### src/thor_pkg.sv
// Thor integer execution unit, shared definitions
// Opcodes, BCD and bitfield sub-operation codes, datapath width and
// the credit depths used by the issue and result sides
package thor_pkg;

	// ========================================================================
	// Datapath
	// ========================================================================
	localparam int data_w = 64;
	localparam int op_w = 8;

	// ========================================================================
	// Opcodes
	// ========================================================================
	localparam logic [7:0] op_ldi = 8'h6F;
	// Add and subtract, register and immediate forms
	localparam logic [7:0] op_add = 8'h04;
	localparam logic [7:0] op_sub = 8'h05;
	localparam logic [7:0] op_addi = 8'h48;
	localparam logic [7:0] op_subi = 8'h49;
	// Scaled adds, a shifted left then plus b
	localparam logic [7:0] op_add2u = 8'h08;
	localparam logic [7:0] op_add4u = 8'h09;
	localparam logic [7:0] op_add8u = 8'h0A;
	localparam logic [7:0] op_add16u = 8'h0B;
	// Single operand
	localparam logic [7:0] op_neg = 8'h10;
	localparam logic [7:0] op_not = 8'h11;
	localparam logic [7:0] op_mov = 8'h12;
	// Logic, register form
	localparam logic [7:0] op_and = 8'h20;
	localparam logic [7:0] op_or = 8'h21;
	localparam logic [7:0] op_eor = 8'h22;
	localparam logic [7:0] op_nand = 8'h23;
	localparam logic [7:0] op_nor = 8'h24;
	localparam logic [7:0] op_enor = 8'h25;
	// Logic, immediate form
	localparam logic [7:0] op_andi = 8'h53;
	localparam logic [7:0] op_ori = 8'h54;
	localparam logic [7:0] op_eori = 8'h55;
	// Flag words
	localparam logic [7:0] op_cmp = 8'h30;
	localparam logic [7:0] op_cmpi = 8'h31;
	localparam logic [7:0] op_tst = 8'h32;
	// Sign bit only, no rounding
	localparam logic [7:0] op_fneg = 8'h14;
	localparam logic [7:0] op_fabs = 8'h15;
	localparam logic [7:0] op_mux = 8'h72;
	// Shifts and rotates
	localparam logic [7:0] op_shl = 8'h58;
	localparam logic [7:0] op_shr = 8'h59;
	localparam logic [7:0] op_shru = 8'h5A;
	localparam logic [7:0] op_rol = 8'h5B;
	localparam logic [7:0] op_ror = 8'h5C;
	localparam logic [7:0] op_bitfield = 8'h6A;
	localparam logic [7:0] op_bcd = 8'hF5;
	// Address generation
	localparam logic [7:0] op_lea = 8'h4C;
	localparam logic [7:0] op_jsr = 8'hA2;

	// ========================================================================
	// Sub-operation codes
	// ========================================================================
	// BCD select, immediate bits 7..0
	localparam logic [7:0] bcd_add = 8'h00;
	localparam logic [7:0] bcd_sub = 8'h01;
	localparam logic [7:0] bcd_mul = 8'h02;
	// Bitfield select, immediate bits 15..12
	localparam logic [3:0] bf_extu = 4'd0;
	localparam logic [3:0] bf_exts = 4'd1;
	localparam logic [3:0] bf_clr = 4'd2;
	localparam logic [3:0] bf_set = 4'd3;
	localparam logic [3:0] bf_ins = 4'd4;

	// Marker for an unknown opcode or BCD code
	localparam logic [63:0] bad_result = 64'hDEAD_DEAD_DEAD_DEAD;

	// ========================================================================
	// Flow control
	// ========================================================================
	localparam int queue_depth = 4;
	localparam int res_credits = 2;
	localparam int cnt_w = 3;

endpackage

### src/thor_result_queue.sv
// Thor result queue
// In-order FIFO of ALU results. Sends the head while downstream credit
// is held; every send returns one issue credit upstream
module thor_result_queue (
	input  logic                        clk,
	input  logic                        rst,
	input  logic                        push,
	input  logic [thor_pkg::data_w-1:0] push_data,
	input  logic                        res_credit,
	output logic                        res_valid,
	output logic [thor_pkg::data_w-1:0] result,
	output logic                        issue_credit
);
	import thor_pkg::*;

	logic [data_w-1:0]              mem [queue_depth];
	logic [$clog2(queue_depth)-1:0] wr_ptr;
	logic [$clog2(queue_depth)-1:0] rd_ptr;
	logic [cnt_w-1:0]               count;
	logic [cnt_w-1:0]               credits;
	logic                           pop;

	// Head is visible as soon as there is an entry and a credit
	assign res_valid = (count != '0) && (credits != '0);
	assign result = mem[rd_ptr];
	assign pop = res_valid;

	// A freed slot goes straight back upstream
	assign issue_credit = pop;

	// Storage, no reset
	always_ff @(posedge clk) begin
		if (push)
			mem[wr_ptr] <= push_data;
	end

	// ========================================================================
	// Pointers, occupancy and downstream credit
	// ========================================================================
	always_ff @(posedge clk) begin
		if (rst) begin
			wr_ptr <= '0;
			rd_ptr <= '0;
			count <= '0;
			credits <= cnt_w'(res_credits);
		end else begin
			if (push)
				wr_ptr <= wr_ptr + 1'b1;
			if (pop)
				rd_ptr <= rd_ptr + 1'b1;
			// Upstream credits keep push from ever hitting a full queue
			count <= count + cnt_w'(push) - cnt_w'(pop);
			credits <= credits + cnt_w'(res_credit) - cnt_w'(pop);
		end
	end

endmodule

### config.mk
export PLATFORM = sky130hd
export DESIGN_NAME = thor_result_queue
export DESIGN_NICKNAME = d
export VERILOG_FILES = /design/src/thor_pkg.sv /design/src/thor_result_queue.sv
export SDC_FILE = /design/constraint.sdc
export NUM_CORES = 1
export LEC_CHECK = 0
export ABC_AREA = 1
export BUFFER_PORTS_ARGS = -buffer_cell sky130_fd_sc_hd__buf_2
export CAP_MARGIN = 20
export CORE_ASPECT_RATIO = 0.7
export CORE_MARGIN = 10
export CORE_UTILIZATION = 53
export DETAILED_ROUTE_END_ITERATION = 16
export PLACE_DENSITY_LB_ADDON = 0.25
export SYNTH_ARGS = -nofsm -noshare
export SYNTH_HDL_FRONTEND = slang
export SYNTH_SLANG_ARGS = --single-unit
### constraint.sdc
create_clock -name clk -period 2.75 [get_ports clk]
set_clock_uncertainty 0.05 [all_clocks]
set_input_delay 0.55 -clock clk [delete_from_list [all_inputs] [get_ports clk]]
set_output_delay 0.55 -clock clk [all_outputs]
set_load 0.05 [all_outputs]
# After elaboration in Yosys (flattened, before gate mapping)

Memories as Yosys holds them, arrays and structs flattened. A register that Yosys moved wholly into a read port is not among the register bits.
Cells that the tools add are included.
W data, S select, Z words.

Word-level logic and storage cells: 18
Input bits: 68
Memories: 1
Bits in writable memories: 256
Flip-flop bits (word level): 10
Output and inout port bits: 66
Latch bits: 0
Bits in read-only memories: 0

Bitwise operators: 0
Shift-type cells: 0
Magnitude comparators: 0
$mul: 0
$add $sub $neg: 6
Muxes and demuxes: 4
Divide/modulo/power cells: 0
Equal/unequal tests: 0
Reduce and logical (&&, ||, !) cells: 3

Memories:

| name | depth | width | rd ports | clocked after Yosys merged registers in | write ports | line                    | RTL |
|---|---|---|---|---|---|---|---|
| mem  | 4     | 64    | 1        | 1                                       | 1           | thor_result_queue.sv:16 | `logic [data_w-1:0] mem [queue_depth];` |

Operators with widths:

| operator              | number |
|---|---|
| $add A3 B1 Y3         | 2 |
| $reduce_bool A3 Y1    | 2 |
| $sub A3 B1 Y3         | 2 |
| $add A2 B1 Y2 const B | 2 |
| $mux W2               | 2 |
| $mux W1               | 2 |
| $logic_and A1 B1 Y1   | 1 |

# Logic depth before layout (Yosys ltp)

Gate-level depths: netlist of run 1.

Depth in word-level cells: 4
Mapped depth: 11
Depth with buffers taken out: 11

# Worst setup path after synthesis of run 1

Ideal clock, no wire load.

Path kind: reg-to-reg
Start point: reg wr_ptr[0]
End point: mem mem[2][0], enable pin
Path buffers: 0
Library setup time: 0.418 ns
Clock period less this slack: 2.301 ns
Arrival: 1.833 ns
Stages on the path, launching flop included: 5
Required time: 2.282 ns
Slack: 0.449 ns
Cells stage by stage: dfxtp_1 -> inv_1 -> ha_1 -> nand2_1 -> inv_1

RTL lines:

| what                   | line                    | RTL |
|---|---|---|
| from (decl)            | thor_result_queue.sv:17 | `logic [$clog2(queue_depth)-1:0] wr_ptr;` |
| from (signal assigned) | thor_result_queue.sv:48 | `wr_ptr <= wr_ptr + 1'b1;` |
| to (decl)              | thor_result_queue.sv:16 |  |

No word-level cell before the write port.

==> impl_results.md, run 1 <==
- DRC viols: 0
- Power, Total: 13.6 mW
- WL/cell: 19.9 µm
- Final hold slack: 201 ps
- Starting density of the core: 53.8%
- Post-synth top area cell: edfxtp_1
- Post-synth ARST share: 0%
- RD Place Congestion: 0.785
- YS warnings: 0
- Filler cell count: 1,359
- Sequential fraction of the synthesis area: 78.3%
- Vias in the first global route: 6,260
- Clk Tree Root Cell: clkbuf_16
- Pin count of the biggest net entering global routing: 67
- Clk pwr share: 24.1%
- CP Data Required Time: 2150 ps
- Hold/Removal Path Class: primary input to flop
- Number of distinct library cells after synthesis: 22
- Clk buf depth: 3
- Initial antenna violation count: 4
- Post-detail-place hpwl: 13,300 µm
- Max_cap viols: 0
- Max-slew violations: 0
- Vias/cell: 5.55
- Die H: 136 µm
- Mean Syn Cell Area: 14.4 µm²
- Part of the cycle the worst path needs: 96.3%
- DR vias: 6,148
- Share of power burned in registers: 35.7%
- Final nets: 919
- Max incr delay on CP: 420 ps
- Core area: 18,800 µm²
- Most common cell in the synthesized netlist: edfxtp_1
- Post-synth EDFFs: 256
- Final Critical Period: 2650 ps
- Drt pass-1 iters: 4
- Net switching power: 5.72 mW
- Power per cell area: 1150 nW/µm²
- Area grow syn2layout: 17.1%
- First-pass GRT wire length: 33,800 µm
- Later-pin clock latency in the skew report: 500 ps
- CTS Buf Count: 25
- Violation count after the first detailed-route iteration: 521
- Critical path class: flop to primary output
- Die area: 25,100 µm²
- Clock Sinks: 268
- CTS tree: yes
- RSZ-0062 raised after global routing: no
- Netlist Area Pre-Place: 10,100 µm²
- Startpoint types: flop
- Final hold violations: 0
- VDD IR-drop max: 1060 µV
- Hold_buf cts: 0
- Row count: 42
- Critical path's slowest cell: dfxtp_4
- Worst slew margin: 61.3%
- Total grt overflow: 0
- Clk pin slew, worst setup/hold paths: 70 ps
- WL final: 22,000 µm
- Leak pwr: 4.25 nW
- Syn Inst Count: 705
- CP endpoint kind: primary output
- H-Tree Depth: 1
- Gr usage total: 17.0%
- Input/output buffers: 133
- Synth top area share: 75.9%
- Final setup violation count: 0
- #FFs+latches synth: 268
- Top_reg_cell synth: edfxtp_1
- Dpl cells: 1,056
- Power Internal: 7.92 mW
- Status: completed
- CP Cell Sequence: inv_8 -> buf_12 -> nor2_1 -> o22ai_1 -> clkbuf_4
- Setup_tns: 0 ps
- Synthesized net count: 781
- Most frequent cells after synthesis: edfxtp_1 (256), nor2_1 (138), o21ai_0 (74)
- Die Wd: 185 µm
- Crit path max fanout: 34
- Switching Share: 41.9%
- Ratio of cells with drive above 1 in the final layout: 23.0%
- Worst Max-Slew Pin Slew: 580 ps
- I/O pins: 134
- Combinational power share: 40.1%
- Final Instance Count excl. Fillers: 1,107
- Critical path arrival: 2050 ps
- Antenna Nets Post-Route: 0
- Leading post-synthesis cells by cell area: edfxtp_1 (76%), nor2_1 (5.1%), o22ai_1 (4.0%), o21ai_0 (3.7%), o21ai_1 (2.8%)
- FMAX: 378 MHz
-- registers in the layout (all words and copies together) (netlist names), named ones only --
name,count
count,3
credits,3
mem,256
rd_ptr,2
wr_ptr,2
-- layout by cell type (no fill, tap or decap) --
master / count
xnor2_1: 1
clkbuf_8: 1
o21ai_1: 56
diode_2: 4
nand3b_1: 1
clkinv_1: 5
buf_16: 1
a21oi_1: 5
clkbuf_4: 7
buf_2: 125
o21ai_0: 74
clkinv_4: 1
dfxtp_1: 10
buf_8: 1
clkbuf_16: 25
dfxtp_4: 2
or2_2: 1
fa_1: 2
buf_12: 3
nor2_1: 138
inv_2: 5
clkinv_2: 6
nand3_1: 4
buf_4: 14
clkbuf_1: 4
clkinvlp_4: 1
o22ai_1: 64
inv_1: 15
buf_6: 2
ha_1: 6
edfxtp_1: 256
inv_8: 1
bufinv_16: 2
nand2_1: 22
-- what timing repair did --
item,CTS,global route
gates resized for setup,4,12
setup buffers,1,1
endpoints found under the setup margin,27,13
-- metrics by stage --
step	worst slack [ps]	cell area [µm²]	utilization, %
finish	103	11900	63.0
global placement	468	11000	58.5
CTS	18.3	11800	62.7
detailed placement	410	11000	58.5
global route	45.1	11800	63.0
floorplan	449	10100	-
-- path summary, 6_finish.rpt --
kind              slack, ps                   start  depth (start not counted)                      to
setup / recovery        100                    flop                          5              result[11]
hold reg to reg         490  wr_ptr[1]$_SDFFE_PP0P_                          2  wr_ptr[1]$_SDFFE_PP0P_
hold / removal          200           push_data[24]                          1    mem[0][24]$_DFFE_PP_
setup reg to reg        670   credits[1]$_SDFF_PP1_                          9   credits[1]$_SDFF_PP1_
-- metal layers --
| metal | wire (µm) | share of wire, % | vias up | global-route usage [%] |
|---|---|---|---|---|
| li1 | - | - | 2904 | - |
| met1 | 9580 | 43 | 3026 | 22.9 |
| met2 | 10500 | 47 | 198 | 27.3 |
| met3 | 1820 | 8.2 | 18 | 4.82 |
| met4 | 172 | 0.78 | 2 | 2.97 |
| met5 | 7 | 0.032 | - | 0 |
-- cell type report --
class / count / area (µm²) / area share (%)
sequential: 268 / 7940 / 66.9
multi-input combinational: 374 / 1830 / 15.5
timing repair buffer: 153 / 908 / 7.66
clock buffer: 30 / 654 / 5.52
tap: 242 / 303 / 2.55
clock inverter: 15 / 125 / 1.06
inverter: 21 / 86.3 / 0.728
antenna: 4 / 10.0 / 0.0844
-- cells by family after synthesis --
logic type      Yosys count  synth area share (%)
xor+xnor                  1                0.0865
flops                   268                  78.3
compound gates          199                  10.6
fa+ha+maj                 8                  1.14
simple gates            166                  6.26
buf+inv                  63                  3.61
-- critical path, delay by kind of cell (launching register included) --
kind            cells  cell delay [ps]
simple gates        1               60
buf+inv             3              710
compound gates      1              330
flops               1              420
-- power by group through the flow --
stage | Sequential, mW | Clock, mW | Combinational [mW]
after detailed placement | 4.99 | 0 | 5.34
after CTS | 4.88 | 3.35 | 5.43
after global placement | 4.98 | 0 | 5.22
after global routing | 4.89 | 3.54 | 5.86
after floorplan | 4.86 | 0 | 4.22
final | 4.87 | 3.29 | 5.47
Power figures use the tool's default switching activity.
==> run 2: changes to the inputs <==
BUFFER_PORTS_ARGS = default   (was -buffer_cell sky130_fd_sc_hd__buf_2)
DONT_BUFFER_PORTS = 1   (was default)
clock period = 2.2 ns   (was 2.75 ns; I/O delays follow)
==> run 2 against run 1 <==
  * The run now ends with setup timing left
  * Register-to-register slack got worse by 490 ps
  * Clock power increased by 22%
  * Via count increased by 6.2%
  * Power increased by 46%
  * Critical path depth increased by 1
  * Sequential share of layout area decreased by 8.2 points
  * Die area unchanged
  * Setup slack got worse by 210 ps
  * Wire length increased by 18%
  * Sequential power increased by 24%
  * Critical path type unchanged
==> impl_results.md, run 2 (same netlist as run 1, synthesis figures left out) <==
- Status: finished, violations left
- Failing checks: setup timing
- Violation count after the first detailed-route iteration: 601 (+15%)
- Row count: 42 (unchanged)
- VDD IR-drop max: 1060 µV (+0.12%)
- RD Place Congestion: 0.772 (-1.6%)
- Power per cell area: 1480 nW/µm² (+28%)
- WL final: 25,900 µm (+18%)
- Part of the cycle the worst path needs: 105%
- Design area: 13,500 µm² (+14%)
- DRC viols: 0 (unchanged)
- Vias/cell: 5.79 (+4.2%)
- H-Tree Depth: 1 (unchanged)
- CP endpoint kind: primary output
- Clk pin slew, worst setup/hold paths: 60 ps (about the same)
- Worst Max-Slew Pin Slew: 456 ps (-125 ps)
- First-pass GRT wire length: 37,900 µm (+12%)
- Final nets: 943 (+2.6%)
- Drt pass-1 iters: 4 (unchanged)
- Vias in the first global route: 6,642 (+6.1%)
- Gr usage total: 19.5% (+2.5 points)
- Worst slew margin: 69.6% (+8.2 points)
- Input/output buffers: 0 (-100%)
- Filler cell count: 1,182 (-13%)
- Critical path class: flop to primary output
- Biggest regs: mem: 256 flops, count: 3 flops, credits: 3 flops
- Clk buf depth: 3 (unchanged)
- Hold/Removal Path Class: primary input to flop
- Post-detail-place hpwl: 12,600 µm (-5.7%)
- Final Critical Period: 2310 ps
- Crit path max fanout: 8 (-76%)
- Ratio of cells with drive above 1 in the final layout: 25.1% (+2.1 points)
- Critical path arrival: 1820 ps (-230 ps)
- Fin util: 71.8% (+8.8 points)
- Placement Cell Area: 10,900 µm² (-0.59%)
- Total grt overflow: 0 (unchanged)
- Clk Tree Root Cell: clkbuf_16
- Commonest non-fill, non-tap cell in the layout: edfxtp_1
- Pin count of the biggest net entering global routing: 65 (-3.0%)
- WL/cell: 23.0 µm (+15%)
- Max-slew violations: 0 (unchanged)
- Largest Register: mem
- Max_cap viols: 0 (unchanged)
- DR vias: 6,529 (+6.2%)
- CP Data Required Time: 1710 ps (-440 ps)
- Die area: 25,100 µm² (unchanged)
- Area grow syn2layout: 33.3%
- Leak pwr: 4.74 nW (+12%)
- Core area: 18,800 µm² (unchanged)
- FMAX: 433 MHz
- Antenna Nets Post-Route: 0 (unchanged)
- Largest register FFs: 256 (unchanged)
- Final hold violations: 0 (unchanged)
- CTS tree: yes
- CTS Buf Count: 25 (unchanged)
- Final hold slack: 93.1 ps (-108 ps)
- Multi-input gate area: 2180 µm² (+19%)
- RSZ-0062 raised after global routing: yes
- Starting density of the core: 53.8% (unchanged)
- Clock Sinks: 268 (unchanged)
- Most frequent cells in the layout: edfxtp_1 (256), nor2_1 (120), o21ai_1 (75)
- Post-route setup slack: -107 ps (-210 ps)
- FF+latch area: 7940 µm² (unchanged)
- Startpoint types: flop
- Final setup violation count: 57 (+57)
- Later-pin clock latency in the skew report: 510 ps (about the same)
- Setup_tns: -2880 ps (-2880 ps)
- Die H: 136 µm (unchanged)
- I/O pins: 134 (unchanged)
- Power, Total: 19.9 mW (+46%)
- Die Wd: 185 µm (unchanged)
- Initial antenna violation count: 4 (unchanged)
## run 2: cell count changes in the layout (fill, tap and decap cells not counted), moves of 18 or more
cell	delta
nor2_1	-18
o21ai_0	-38
dlygate4sd3_1	+65
o22ai_2	+32
o21ai_1	+19
buf_6	+33
o21ai_2	+19
buf_4	+25
o22ai_1	-32
buf_2	-125
## run 2: worst max-delay path, stage by stage (launching register included)
cell and delay (ps):
dfxtp_4 400, buf_12 160, buf_12 140, buf_16 140, o21ai_1 70, o22ai_1 160, buf_4 220
## run 2: worst paths after layout
kind / startpoint / end / slack, ps / depth (start not counted)
worst min register to register: wr_ptr[1]$_SDFFE_PP0P_ / wr_ptr[1]$_SDFFE_PP0P_ / 500 / 2
worst max-delay path: flop / result[48] / -110 / 6
worst min-delay path: push / wr_ptr[0]$_SDFFE_PP0P_ / 90 / 2
worst max register to register: credits[1]$_SDFF_PP1_ / credits[1]$_SDFF_PP1_ / 180 / 9
## run 2: report_power, final
| group | total, mW | leakage (nW) | switching, mW | internal, mW |
|---|---|---|---|---|
| clock | 4.03 | 0.367 | 1.73 | 2.30 |
| sequential | 6.05 | 2.45 | 0.147 | 5.90 |
| combinational | 9.85 | 1.92 | 6.20 | 3.64 |
| total | 19.9 | 4.74 | 8.08 | 11.8 |
## run 2: final cells by class
type	instances	share of cell area [%]
antenna	5	0.0927
clock buffer	29	4.74
clock inverter	12	0.788
inverter	21	0.769
multi-input combinational	374	16.2
sequential	268	58.8
tap	242	2.24
timing repair buffer	177	16.4
## run 2: per-layer routing
metal,vias up,GRT usage [%],share of wire [%]
met5,-,0,0
met4,0,5.27,2.2
met3,42,4.50,8.3
met2,313,31.8,48
met1,3207,25.8,42
li1,2967,-,-
## run 2: timing repair
action / 4_1_cts / 5_1_grt
setup endpoints to repair: 64 / 64
pin swaps: 24 / 31
cloned: 12 / 7
endpoints found under the hold margin: 261 / 0
buffers inserted: 11 / 2
gates resized for setup: 87 / 83
hold buffers: 65 / 0
## run 2: stage by stage
| stage | setup WS [ps] | instances |
|---|---|---|
| 2_1_floorplan | 48.3 | 705 |
| 4_1_cts | -131 | 1115 |
| 3_3_place_gp | 267 | 986 |
| 5_1_grt | -157 | 1127 |
| 3_5_place_dp | 226 | 986 |
| 6_report | -107 | 1128 |
